File: src/rtl/l2_cfg_pkg.sv
// L2 scratchpad geometry
`default_nettype none

package l2_cfg_pkg;

  // Word interleaving across the banks
  // The address field layout below depends on this count
  localparam int unsigned NumBanks    = 4;
  localparam int unsigned BankSelBits = 2;

  // Data word and its byte lanes
  localparam int unsigned DataWidth   = 32;
  localparam int unsigned StrbWidth   = DataWidth / 8;

  // Byte address split into row, bank and byte offset
  localparam int unsigned AddrWidth   = 32;
  localparam int unsigned OffsetBits  = 2;
  localparam int unsigned RowBits     = AddrWidth - BankSelBits - OffsetBits;

endpackage

`default_nettype wire

File: src/rtl/l2_bus_pkg.sv
// L2 requester and bank bus types
`default_nettype none

package l2_bus_pkg;

  // Field view of a byte address with the bank in the low bits
  typedef struct packed {
    logic [l2_cfg_pkg::RowBits-1:0]     row;
    logic [l2_cfg_pkg::BankSelBits-1:0] bank;
    logic [l2_cfg_pkg::OffsetBits-1:0]  offset;
  } l2_addr_fields_t;

  // Same address word seen flat or split
  typedef union packed {
    logic [l2_cfg_pkg::AddrWidth-1:0] flat;
    l2_addr_fields_t                  fields;
  } l2_addr_u;

  // Request from the requester port
  typedef struct packed {
    logic                             we;
    l2_addr_u                         addr;
    logic [l2_cfg_pkg::DataWidth-1:0] wdata;
    logic [l2_cfg_pkg::StrbWidth-1:0] be;
  } l2_req_t;

  // Request as seen by a single bank
  typedef struct packed {
    logic                             we;
    logic [l2_cfg_pkg::RowBits-1:0]   row;
    logic [l2_cfg_pkg::DataWidth-1:0] wdata;
    logic [l2_cfg_pkg::StrbWidth-1:0] be;
  } l2_bank_req_t;

  // Response towards the requester
  typedef struct packed {
    logic [l2_cfg_pkg::DataWidth-1:0] rdata;
    logic                             err;
  } l2_resp_t;

endpackage

`default_nettype wire

File: src/rtl/l2_resp_merge.sv
// L2 response merger and credit return
`timescale 1ns/1ns
`default_nettype none

module l2_resp_merge #(
  parameter int unsigned CREDITS = 4
) (
  input  logic                                                        clk_i,
  input  logic                                                        rst_i,
  input  logic                                                        disp_valid_i,
  input  logic                                                        disp_err_i,
  input  logic [l2_cfg_pkg::BankSelBits-1:0]                          disp_bank_i,
  input  logic                                                        disp_we_i,
  input  logic [l2_cfg_pkg::NumBanks-1:0][l2_cfg_pkg::DataWidth-1:0]  bank_rdata_i,
  output logic                                                        resp_valid_o,
  output l2_bus_pkg::l2_resp_t                                        resp_o,
  input  logic                                                        resp_ready_i,
  output logic                                                        credit_o
);

  import l2_bus_pkg::*;

  localparam int unsigned PtrBits = (CREDITS > 1) ? $clog2(CREDITS) : 1;
  localparam int unsigned CntBits = $clog2(CREDITS + 1);

  l2_resp_t           queue_q [CREDITS];
  l2_resp_t           push_resp;
  logic [PtrBits-1:0] wr_ptr_q;
  logic [PtrBits-1:0] rd_ptr_q;
  logic [CntBits-1:0] count_q;
  logic               push;
  logic               pop;

  // Pointer wrap for any queue depth
  function automatic logic [PtrBits-1:0] next_ptr(input logic [PtrBits-1:0] ptr);
    if (ptr == PtrBits'(CREDITS - 1)) begin
      return '0;
    end
    return ptr + 1'b1;
  endfunction

  // Only reads that hit a bank carry data
  always_comb begin
    push_resp.err   = disp_err_i;
    push_resp.rdata = '0;
    if (!disp_err_i && !disp_we_i) begin
      push_resp.rdata = bank_rdata_i[disp_bank_i];
    end
  end

  // Requester credits keep the queue from overflowing
  assign push = disp_valid_i;
  assign pop  = resp_valid_o && resp_ready_i;

  assign resp_valid_o = (count_q != '0);
  assign resp_o       = queue_q[rd_ptr_q];
  assign credit_o     = pop;

  always_ff @(posedge clk_i) begin
    if (rst_i) begin
      wr_ptr_q <= '0;
      rd_ptr_q <= '0;
      count_q  <= '0;
    end else begin
      if (push) begin
        wr_ptr_q <= next_ptr(wr_ptr_q);
      end
      if (pop) begin
        rd_ptr_q <= next_ptr(rd_ptr_q);
      end
      case ({push, pop})
        2'b10:   count_q <= count_q + 1'b1;
        2'b01:   count_q <= count_q - 1'b1;
        default: count_q <= count_q;
      endcase
    end
  end

  // Queue storage
  always_ff @(posedge clk_i) begin
    if (push) begin
      queue_q[wr_ptr_q] <= push_resp;
    end
  end

endmodule

`default_nettype wire
File: config.mk
export PLATFORM = sky130hd
export DESIGN_NAME = l2_resp_merge
export DESIGN_NICKNAME = d
export VERILOG_FILES = /design/src/rtl/l2_cfg_pkg.sv /design/src/rtl/l2_bus_pkg.sv /design/src/rtl/l2_resp_merge.sv
export SDC_FILE = /design/constraint.sdc
export NUM_CORES = 1
export LEC_CHECK = 0
export ABC_AREA = 1
export BUFFER_PORTS_ARGS = -buffer_cell sky130_fd_sc_hd__buf_2
export CAP_MARGIN = 25
export CELL_PAD_IN_SITES_DETAIL_PLACEMENT = 2
export CELL_PAD_IN_SITES_GLOBAL_PLACEMENT = 2
export CORE_ASPECT_RATIO = 0.6
export CORE_UTILIZATION = 29
export CTS_CLUSTER_SIZE = 40
export DETAILED_ROUTE_END_ITERATION = 8
export HOLD_SLACK_MARGIN = 0.1
export PLACE_DENSITY = 0.87
export SYNTH_ARGS = -nofsm -noshare
export SYNTH_HDL_FRONTEND = slang
export SYNTH_SLANG_ARGS = --single-unit
File: constraint.sdc
create_clock -name clk_i -period 1.8 [get_ports clk_i]
set_input_delay 0.27 -clock clk_i [delete_from_list [all_inputs] [get_ports clk_i]]
set_output_delay 0.27 -clock clk_i [all_outputs]
set_load 0.01 [all_outputs]
==> impl_results.md <==
* GRT met2 Usage at 0.356
* CTS sink count at 141
* Share of layout cells above drive strength 1 at 0.374
* Area after DPL at 7920 sq um
* CTS tree: done
* Post-Synth XOR/XNOR Area at 0
* DIE HEIGHT at 118 um
* # IOs at 171
* Post-synth top area cell: edfxtp_1
* Post-Layout Cell Count at 1161
* Setup crit end kind: output pin
* DP Cell Count at 1111
* Fraction of registers with async set or reset after synthesis at 0
* PnR worst setup slack at -0.103 ns
* Worst skew pair latency at 0.43 ns
* Routed WL per cell at 23.3 um
* Top cells by area, synth: edfxtp_1 (61%), nand2_1 (7.9%), nor2_1 (7.7%), o21ai_0 (5.6%), o22ai_1 (3.2%)
* Static leakage at 3.84 nW
* Warnings from Yosys at 0
* Post-synthesis sequential area ratio at 0.635
* Fin. Hold Viols at 0
* GR peak layer: met2
* DP Wirelength at 16200 um
* H-tree levels at 4
* Crit-path slowest cell: dfxtp_4
* Peak per-stage delay on the critical path at 0.41 ns
* Critical path type: reg -> out
* Grt met3 use at 0.0622
* First-pass GRT wire length at 38000 um
* Tot Pwr at 11.1 mW
* Die Width at 196 um
* Via count at 5840
* CP max FO at 10
* Synth cell count leaders: nand2_1 (138), nor2_1 (134), edfxtp_1 (132)
* Post-Route Skew at 0.0127 ns
* Count leader, synth: nand2_1
* Seq cells post-synth at 141
* Num CTS Buffers at 17
* Mapped cell area at 6520 sq um
* DRC Markers at 0
* Number of port buffers at 170
* RSZ-0062 raised after global routing: yes
* N_diodes at 0
* Number of antenna violations at the first check in global routing at 0
* Vias in the first global route at 6344
* Design area at 9270 sq um
* Core box area at 22100 sq um
* Maximum VDD drop at 927 uV
* Syn nets at 807
* Die area at 23100 sq um
* Largest family of logic cells by synthesized area: simple AND/OR/NAND/NOR gates
* Synth Area in Simple Gates at 0.164
* Area share of the largest cell type after synthesis at 0.608
* Clk buf depth at 2
* Site Rows at 42
* Outcome: complete, but fails checks
* Fmax at 0.526 GHz
* Synth Area in Compound Gates at 0.138
* Final layout net count at 1006
* Area grow syn2layout at 42.1%
* Worst hold path type: in -> reg
* Largest net degree at the start of global routing at 65
* Post-synth EDFFs at 132
* Routing usage on met1 at 0.301
* CP required at 1.53 ns
* Critical path depth in cells at 5
* Initial Utilization at 0.296
* All-Layer GR Usage at 0.225
* GP Congestion at 0.784
* Final ANT Viol Nets at 0
* Clk pin slew, worst setup/hold paths at 0.06 ns
* Worst Max-Slew Pin Slew at 0.554 ns
* Max-slew violations at 0
* Slew headroom at 0.630
* Cell area power density at 1200 nW/um^2
* Prevailing post-synth register cell: edfxtp_1
* Crit path buf inv count at 3
* Setup Slack @ Placement at 0.0218 ns
* Total Wirelength at 27000 um
* Cell variety after synth at 23
* Syn avg cell area at 9.82 sq um
* Final worst-path cycle share at 1.06
* Failing checks: setup timing
* Cells along the critical path: buf_4 > clkbuf_16 > nor2_1 > o22ai_1 > buf_2
* Cells after Synth at 664
* Drt pass-1 iters at 4
* DRT iter0 DRCs at 375
* Tmin final at 1.90 ns
* Final setup violation count at 33
* Hold Path Cell Cnt at 4
* Arr. time, crit path at 1.63 ns
* Top delay family on crit path: buffers and inverters
* DR vias/cell at 5.03
* Grt ovf at 0
* Sum Neg Setup Slack at -2.06 ns
* Max-cap violations at 0
* FF-to-FF path depth at 12
* Adder-cell share of the synthesized area at 0.0146
* Flop2flop setup slack at 0.14 ns
* Startpoint types: flip-flop
* Clock root buffer: clkbuf_16
* Mux share of post-synthesis cell area at 0
[cells by family (layout without fill, tap and decap cells)]
logic type,Yosys count,after routing
DFF,141,141
buffers and inverters,63,274
adders and majority gates,7,7
and+or+nand+nor,281,281
AOI/OAI and AO/OA,172,172
[worst paths after layout]
kind | start | to
max reg2reg | count_q[1] | count_q[2]
min | resp_ready_i | flip-flop
min reg2reg | count_q[0] | count_q[0]
max | flip-flop | resp_o[2]
[metrics by stage]
stage                     hold WS [ns]  utilization
after floorplan                  0.342            -
after global placement           0.443        0.359
after detailed placement         0.454        0.359
after CTS                        0.195        0.397
after global routing             0.233        0.420
final                            0.209        0.420
[per-layer routing]
layer  share of wire  vias up
met5               0        -
li1                -     2695
met1            0.46     2913
met3           0.064       30
met2            0.46      202
met4           0.017        0
[cells in the final DEF (no fill, tap or decap), drive strengths merged]
cell           n
buf          216
nand2        138
nor2         134
edfxtp       132
o21ai        101
a21oi         38
o22ai         33
clkbuf        24
inv           22
dfxtp          9
ha             6
clkinv         5
nand3          4
clkinvlp       3
bufinv         2
dlygate4sd3    2
or2            2
and2           1
nor3           1
nand4          1
fa             1
[sequential cells by signal, indices dropped and copies added (netlist names), named ones only]
register  cells
count_q       3
queue_q     132
rd_ptr_q      2
wr_ptr_q      2
[report_power, final]
part           internal, mW  switching (mW)  total (mW)
combinational          1.56            2.11        3.67
sequential             3.77           0.117        3.88
clock                  2.05            1.49        3.54
[repair_timing]
| item | 4_1_cts | 5_1_grt |
|---|---|---|
| endpoints found under the setup margin | 33 | 42 |
| gates resized for setup | 48 | 124 |
| cloned | 5 | 6 |
| setup buffers | 3 | 4 |
| hold endpoints to repair | 5 | 0 |
| pin swaps | 5 | 15 |
| hold buffers | 2 | 0 |
[area by class of cell]
type | instances | area, sq um
clock inverters | 12 | 140
repair buffers | 223 | 1680
inverters | 20 | 90.1
fillers | 2398 | 12800
flip-flops and latches | 141 | 4150
clock buffers | 19 | 433
well taps | 286 | 358
multi-input cells | 460 | 2420
[worst min-delay path: stages]
cell and delay, ns:
buf_2 0.12, nand3_1 0.09, nand2_1 0.06, nor2_1 0.05
Power figures use the tool's default switching activity.
