## config.mk

```make
export PLATFORM = sky130hd
export DESIGN_NAME = l2_req_dispatch
export DESIGN_NICKNAME = d
export VERILOG_FILES = /design/src/rtl/l2_cfg_pkg.sv /design/src/rtl/l2_bus_pkg.sv /design/src/rtl/l2_req_dispatch.sv
export SDC_FILE = /design/constraint.sdc
export NUM_CORES = 1
export LEC_CHECK = 0
export BUFFER_PORTS_ARGS = -buffer_cell sky130_fd_sc_hd__buf_2
export CAP_MARGIN = 20
export CORE_AREA = 2 2 57 59
export DETAILED_ROUTE_END_ITERATION = 8
export DIE_AREA = 0 0 59 61
export HOLD_SLACK_MARGIN = 0.03
export PLACE_DENSITY = 0.79
export SLEW_MARGIN = 20
export SYNTH_ARGS = -nofsm -noshare
export SYNTH_HDL_FRONTEND = slang
export SYNTH_SLANG_ARGS = --single-unit
```

## constraint.sdc

```tcl
create_clock -name clk_i -period 1.78 [get_ports clk_i]
set_clock_uncertainty 0.05 [all_clocks]
set_input_delay 0.089 -clock clk_i [delete_from_list [all_inputs] [get_ports clk_i]]
set_output_delay 0.089 -clock clk_i [all_outputs]
set_load 0.005 [all_outputs]
```

## src/rtl/l2_cfg_pkg.sv

```systemverilog
// L2 scratchpad geometry
`default_nettype none

package l2_cfg_pkg;

  // Word interleaving across the banks
  // The address field layout below depends on this count
  localparam int unsigned NumBanks    = 4;
  localparam int unsigned BankSelBits = 2;

  // Data word and its byte lanes
  localparam int unsigned DataWidth   = 32;
  localparam int unsigned StrbWidth   = DataWidth / 8;

  // Byte address split into row, bank and byte offset
  localparam int unsigned AddrWidth   = 32;
  localparam int unsigned OffsetBits  = 2;
  localparam int unsigned RowBits     = AddrWidth - BankSelBits - OffsetBits;

endpackage

`default_nettype wire

```

## src/rtl/l2_bus_pkg.sv

```systemverilog
// L2 requester and bank bus types
`default_nettype none

package l2_bus_pkg;

  // Field view of a byte address with the bank in the low bits
  typedef struct packed {
    logic [l2_cfg_pkg::RowBits-1:0]     row;
    logic [l2_cfg_pkg::BankSelBits-1:0] bank;
    logic [l2_cfg_pkg::OffsetBits-1:0]  offset;
  } l2_addr_fields_t;

  // Same address word seen flat or split
  typedef union packed {
    logic [l2_cfg_pkg::AddrWidth-1:0] flat;
    l2_addr_fields_t                  fields;
  } l2_addr_u;

  // Request from the requester port
  typedef struct packed {
    logic                             we;
    l2_addr_u                         addr;
    logic [l2_cfg_pkg::DataWidth-1:0] wdata;
    logic [l2_cfg_pkg::StrbWidth-1:0] be;
  } l2_req_t;

  // Request as seen by a single bank
  typedef struct packed {
    logic                             we;
    logic [l2_cfg_pkg::RowBits-1:0]   row;
    logic [l2_cfg_pkg::DataWidth-1:0] wdata;
    logic [l2_cfg_pkg::StrbWidth-1:0] be;
  } l2_bank_req_t;

  // Response towards the requester
  typedef struct packed {
    logic [l2_cfg_pkg::DataWidth-1:0] rdata;
    logic                             err;
  } l2_resp_t;

endpackage

`default_nettype wire

```

## src/rtl/l2_req_dispatch.sv

```systemverilog
// L2 request dispatcher
`timescale 1ns/1ns
`default_nettype none

module l2_req_dispatch #(
  parameter int unsigned BANK_WORDS = 256
) (
  input  logic                                clk_i,
  input  logic                                rst_i,
  input  logic                                req_valid_i,
  input  l2_bus_pkg::l2_req_t                 req_i,
  output logic [l2_cfg_pkg::NumBanks-1:0]     bank_valid_o,
  output l2_bus_pkg::l2_bank_req_t            bank_req_o,
  output logic                                disp_valid_o,
  output logic                                disp_err_o,
  output logic [l2_cfg_pkg::BankSelBits-1:0]  disp_bank_o,
  output logic                                disp_we_o
);

  import l2_cfg_pkg::*;
  import l2_bus_pkg::*;

  // One bit wider than the row so a full-range bank count still fits
  localparam logic [RowBits:0] RowLimit = (RowBits + 1)'(BANK_WORDS);

  l2_addr_u req_addr;
  logic     out_of_range;

  assign req_addr.flat = req_i.addr.flat;
  assign out_of_range  = {1'b0, req_addr.fields.row} >= RowLimit;

  // Shared bank bus qualified per bank by its valid line
  assign bank_req_o.we    = req_i.we;
  assign bank_req_o.row   = req_addr.fields.row;
  assign bank_req_o.wdata = req_i.wdata;
  assign bank_req_o.be    = req_i.be;

  // Out-of-range requests touch no bank
  always_comb begin
    bank_valid_o = '0;
    if (req_valid_i && !out_of_range) begin
      bank_valid_o[req_addr.fields.bank] = 1'b1;
    end
  end

  // Delayed to meet the registered bank read data
  always_ff @(posedge clk_i) begin
    if (rst_i) begin
      disp_valid_o <= 1'b0;
    end else begin
      disp_valid_o <= req_valid_i;
    end
  end

  always_ff @(posedge clk_i) begin
    if (req_valid_i) begin
      disp_err_o  <= out_of_range;
      disp_bank_o <= req_addr.fields.bank;
      disp_we_o   <= req_i.we;
    end
  end

endmodule

`default_nettype wire

```

==> impl_results.md, run 1 <==
* Result of the run: finished clean
* Post-synth design cell area at 719 µm²
* Share of the yosys chip area belonging to registers at 19.5%
* Post-detailed-route wirelength per cell at 12.9 µm
* Buffers inserted by post-CTS timing repair at 0
* Maximum number of pins on one net before global-route repair at 8
* Final worst path period share at 77.6%
* Post-synthesis share of cell area spent on and, or, nand and nor gates at 12.2%
* Global-route wire length before repair at 1680 µm
* Post-synthesis share of cell area spent on xor and xnor gates at 0%
* Internal Dissipation at 269 µW
* Switching power at 84.0 µW
* Fraction of synthesized area in multiplexers at 0%
* Final number of setup-violating endpoints at 0
* Final Total Pwr at 353 µW
* Initial antenna violation count at 0
* Worst slew margin at 79.5%
* Combinational Power Share at 23.5%
* Total number of clock tree sinks at 5
* Vias per Instance at 4.21
* Kind of launch point of the worst setup path: input pin
* Total vias in the final route at 492
* Number of violations reported at the end of detailed-routing iteration 0 at 27
* Width of the chip at 59 µm
* H-tree level count at 1
* Max VDD drop at 0.000117 V
* Total area of multi-input combinational cells at 87.6 µm²
* Antenna viol nets, final at 0
* Layout cell share with drive strength beyond 1 at 70.2%
* Synthesized-area fraction occupied by ao, oa, aoi and oai cells at 0%
* Growth of design area from synthesis to finish at -14.6%
* NumNets Final at 157
* Power share of the clock group at 37.9%
* Reg area at 140 µm²
* Buffers from clock root to sink, at most at 2
* Initial standard-cell utilization of the core at 24.4%
* Synthesis Warnings at 0
* Critical path endpoint category: output port
* Ant diodes at 0
* Area of the placeable core at 0.00295 mm²
* Min Clock Period, post-route at 1.38 ns
* Worst Tran Pin Value at 0.304 ns
* Post-synthesis area per instance at 8.37 µm²
* Post-synthesis register bit count at 5
* Fraction of the mapped netlist area in adder cells at 0%
* FILL cells at 338
* Number of global-route vias before repair at 373
* Detailed-routing iteration count for the pre-antenna-repair pass at 4
* Post-route DRC violation count at 0
* Top-level I/O count at 146
* Fraction of power spent switching nets at 23.8%
* Max FO, Critical Path at 3
* Routability congestion estimate from global placement at 0.599
* Power density normalized to cell area at 574 mW/mm²
* Type of the worst min-delay path: input pin to flip-flop
* Final number of hold-violating endpoints at 0
* Post-detailed-routing wire length at 1510 µm
* Cells after Synth at 86
* Unique masters post-synth at 10
* Clock slew seen by the registers of the worst setup and hold paths at 0.04 ns
* Setup_tns at 0 ns
* Dominant combinational cell family by area after synthesis: buffers and inverters
* Final global-route overflow total at 0
* PortBufs at 55
* Max Slew Vio Count at 0
* Sequential share of power at 38.6%
* PostCTS Resize Cnt at 0
* PnR worst setup slack at 0.398 ns
* Critical path arrival at 1.24 ns
* Fmax at 724 MHz
* Hold-fix buffers at CTS at 4
* Overall die area at 0.00360 mm²
* Cell at the root of the clock tree: sky130_fd_sc_hd__clkbuf_4
* Core Rows at 20
* Total global-route track usage at 6.82%
* TritonCTS clock tree: done
* Kind of critical path: input pin to output port
* WP data required at 1.64 ns
* Max_cap viols at 0
* Leakage component of the power at 0.319 nW
* RSZ-0062 raised after global routing: no
* Height of the die at 61 µm
* Net Count, Synth at 158
* Placement-stage worst setup slack at 0.306 ns
* Number of buffers created by CTS at 3
## final timing paths
path | to | depth (start not counted) | startpoint
max | bank_valid_o[2] | 5 | req_i[38]
min | disp_bank_o[0] | 1 | req_valid_i
## kinds of logic after synthesis
family,after synthesis
AND/OR/NAND/NOR,15
buffers and inverters,66
flip-flops,5
## critical path, cell delays in order
cell and delay (ns):
sky130_fd_sc_hd__dlygate4sd3_1 0.53, sky130_fd_sc_hd__buf_2 0.14, sky130_fd_sc_hd__nand2b_1 0.15, sky130_fd_sc_hd__nor4_1 0.18, sky130_fd_sc_hd__buf_2 0.16
## layer usage
| metal | GRT usage, % | routed length [µm] | up-vias |
|---|---|---|---|
| met4 | 12.0 | 169 | 0 |
| met3 | 5.76 | 347 | 24 |
| met2 | 8.89 | 644 | 62 |
| met5 | 0 | 0 | - |
| met1 | 4.35 | 345 | 195 |
| li1 | - | - | 211 |
## stage by stage
stage,utilization [%],hold WS [ns],area (µm²),cells
floorplan,-,0.111,719,86
global placement,18.6,0.128,548,109
detailed placement,18.6,0.128,548,109
CTS,20.8,0.0755,614,117
global route,20.8,0.0906,614,117
finish,20.8,0.0833,614,117
## layout make-up
class | count | area share, %
Timing Repair Buffer | 59 | 51.3
Sequential cell | 5 | 22.8
Multi-Input combinational cell | 15 | 14.3
Tap cell | 33 | 6.72
Clock buffer | 4 | 4.28
Inverter | 1 | 0.611
## cell usage in the layout (no fill, tap or decap), drive strengths merged
| master | synthesis | final |
|---|---|---|
| dfxtp | 1 | 1 |
| nand3 | 1 | 1 |
| nand2 | 2 | 2 |
| nor4 | 9 | 9 |
| buf | 65 | 55 |
| nor2b | 1 | 1 |
| dlygate4sd3 | 0 | 4 |
| clkbuf | 0 | 4 |
| or2 | 1 | 1 |
| inv | 1 | 1 |
| nand2b | 1 | 1 |
| edfxtp | 4 | 4 |
## power by group through the flow
| stage | clock network [mW] | logic, mW | registers, mW |
|---|---|---|---|
| finish | 0.134 | 0.0829 | 0.136 |
| floorplan | 0 | 0.124 | 0.140 |
| CTS | 0.139 | 0.0843 | 0.136 |
| global placement | 0 | 0.0762 | 0.138 |
| detailed placement | 0 | 0.0775 | 0.138 |
| global route | 0.140 | 0.0935 | 0.137 |
## flip-flops by register name (all words and copies together) (netlist names)
name and count:
disp_bank_o 2, disp_err_o 1, disp_valid_o 1, disp_we_o 1
## Yosys cell counts
| cell | number | area share, % |
|---|---|---|
| sky130_fd_sc_hd__buf_4 | 65 | 68 |
| sky130_fd_sc_hd__nor4_1 | 9 | 7.8 |
| sky130_fd_sc_hd__edfxtp_1 | 4 | 17 |
| sky130_fd_sc_hd__nand2_1 | 2 | 1.0 |
| sky130_fd_sc_hd__dfxtp_1 | 1 | 2.8 |
| sky130_fd_sc_hd__inv_1 | 1 | 0.52 |
| sky130_fd_sc_hd__nand2b_1 | 1 | 0.87 |
| sky130_fd_sc_hd__nand3_1 | 1 | 0.69 |
| sky130_fd_sc_hd__nor2b_1 | 1 | 0.87 |
| sky130_fd_sc_hd__or2_2 | 1 | 0.87 |
No activity file was read; power rests on OpenSTA's default activity.
==> inputs of run 2 (changes only) <==
Clock period 1.78 ns to 1.4 ns, I/O delays scaled along.
==> run 2 against run 1 <==
  * Combinational power increased by 47%
  * Clock power is 24% higher
  * Global-route usage decreased by 0.089 points
  * Sequential cell count stayed put
  * Clock-buffer cell count unchanged
  * Cell area rose by 12%
  * Die area did not move
  * Critical endpoint is now bank_valid_o[0]
  * Largest cell class unchanged
==> impl_results.md, run 2 (synthesized netlist as in run 1, its figures left out) <==
* Critical path endpoint category: output port
* Cell with the largest stage delay on the worst path: sky130_fd_sc_hd__dlygate4sd3_1
* Crit path buf inv count at 3 (unchanged)
* Final hold slack at 0.0900 ns (+0.00666 ns)
* Total number of clock tree sinks at 5 (unchanged)
* H-tree level count at 1 (unchanged)
* Kind of launch point of the worst setup path: input pin
* Initial standard-cell utilization of the core at 24.4% (unchanged)
* NumNets Final at 158 (+0.64%)
* Detailed-routing iteration count for the pre-antenna-repair pass at 4 (unchanged)
* Core Rows at 20 (unchanged)
* Worst path top cell family by delay: buffers and inverters
* Vias per Instance at 4.31 (+2.4%)
* TritonCTS clock tree: done
* Final standard cell count with taps included and fillers excluded at 118 (+0.85%)
* Width of the chip at 59 µm (unchanged)
* Antenna viol nets, final at 0 (unchanged)
* Max VDD drop at 0.000181 V (+54%)
* Critical path arrival at 1.22 ns (-0.02 ns)
* Growth of design area from synthesis to finish at -4.52%
* Total global-route track usage at 6.73% (-0.089 points)
* PortBufs at 55 (unchanged)
* Number of violations reported at the end of detailed-routing iteration 0 at 11 (-59%)
* Layout cell share with drive strength beyond 1 at 78.8% (+8.6 points)
* Maximum number of pins on one net before global-route repair at 8 (unchanged)
* Number of cells after detailed placement at 110 (+0.92%)
* Buffers from clock root to sink, at most at 2 (unchanged)
* Placement-stage worst setup slack at 0.0283 ns (-0.278 ns)
* Max_cap viols at 0 (unchanged)
* Power density normalized to cell area at 672 mW/mm² (+17%)
* Type of the worst min-delay path: input pin to output port
* Kind of critical path: input pin to output port
* Max incr delay on CP at 0.54 ns (about the same)
* Setup_tns at 0 ns (unchanged)
* Post-route DRC violation count at 0 (unchanged)
* Worst slew margin at 80.3% (+0.79 points)
* Final number of setup-violating endpoints at 0 (unchanged)
* Initial antenna violation count at 0 (unchanged)
* Number of flip-flops under the largest register name at 2 (unchanged)
* Max Slew Vio Count at 0 (unchanged)
* Design Area, Final at 687 µm² (+12%)
* Overall die area at 0.00360 mm² (unchanged)
* Height of the die at 61 µm (unchanged)
* Top-level I/O count at 146 (unchanged)
* FILL cells at 325 (-3.8%)
* Highest-count cells in the layout ignoring fill and taps: sky130_fd_sc_hd__buf_2 (54), sky130_fd_sc_hd__nor4_2 (4), sky130_fd_sc_hd__edfxtp_1 (4), sky130_fd_sc_hd__dlygate4sd3_1 (4)
* Area of the placeable core at 0.00295 mm² (unchanged)
* Fmax at 746 MHz
* Routability congestion estimate from global placement at 0.605 (+0.87%)
* WP data required at 1.28 ns (-0.36 ns)
* Post-detailed-routing wire length at 1640 µm (+8.6%)
* Cell at the root of the clock tree: sky130_fd_sc_hd__clkbuf_4
* Final number of hold-violating endpoints at 0 (unchanged)
* Placed cell areas at 556 µm² (+1.4%)
* Number of buffers created by CTS at 3 (unchanged)
* Total vias in the final route at 508 (+3.3%)
* Final global-route overflow total at 0 (unchanged)
* PnR worst setup slack at 0.0594 ns (-0.339 ns)
* Most numerous cell on the critical path: sky130_fd_sc_hd__buf_2
* Min Clock Period, post-route at 1.34 ns
* Ant diodes at 0 (unchanged)
* Leakage component of the power at 0.334 nW (+4.9%)
* Register with the most flip-flops: disp_bank_o
* Leading cell type in the layout, fill and taps excluded: sky130_fd_sc_hd__buf_2
* Number of global-route vias before repair at 363 (-2.7%)
* Post-detailed-route wirelength per cell at 13.9 µm (+7.6%)
* Max FO, Critical Path at 3 (unchanged)
* Result of the run: finished clean
* Worst Tran Pin Value at 0.292 ns (-0.0117 ns)
* Global-route wire length before repair at 1640 µm (-2.9%)
* Final worst path period share at 95.8%
* Critical Path, Cell by Cell: dlygate4sd3_1 -> buf_2 -> nand2b_4 -> nor4_2 -> buf_2
[run 2: cell types whose count changed in the layout (fill, tap and decap cells not counted), sizes merged]
cell,change
buf,+1
[run 2: timing repair]
action	CTS	global route
hold buffers	4	0
endpoints found under the setup margin	0	4
setup buffers	0	0
resized for setup	0	10
hold endpoints to repair	4	0
[run 2: where the power goes]
group	internal [mW]	switching, mW	leakage [nW]
registers	0.172	0.00193	0.0478
clock network	0.108	0.0582	0.0150
logic	0.0672	0.0551	0.272
total	0.347	0.115	0.334
[run 2: worst paths after layout]
kind | startpoint | to | slack, ns | depth (start not counted)
max | req_i[38] | bank_valid_o[0] | 0.06 | 5
min | req_i[1] | bank_req_o[1] | 0.09 | 0
[run 2: per-stage QoR]
stage                     total power [mW]  utilization, %
after global placement               0.273            18.8
after floorplan                      0.336               -
after detailed placement             0.275            18.8
after CTS                            0.451            21.1
final                                0.462            23.3
after global routing                 0.482            23.3
[run 2: cell type report]
class | count | area [µm²] | share of cell area [%]
repair buffers | 60 | 325 | 47.4
clock buffers | 4 | 26.3 | 3.83
multi-input cells | 15 | 150 | 21.9
well taps | 33 | 41.3 | 6.01
inverters | 1 | 3.75 | 0.546
flip-flops and latches | 5 | 140 | 20.4
[run 2: layer usage]
layer	part of all wire, %	vias up	global-route usage (%)
li1	-	214	-
met1	25	206	4.60
met2	44	64	7.94
met3	21	24	5.54
met4	10	0	13.0
met5	0	-	0
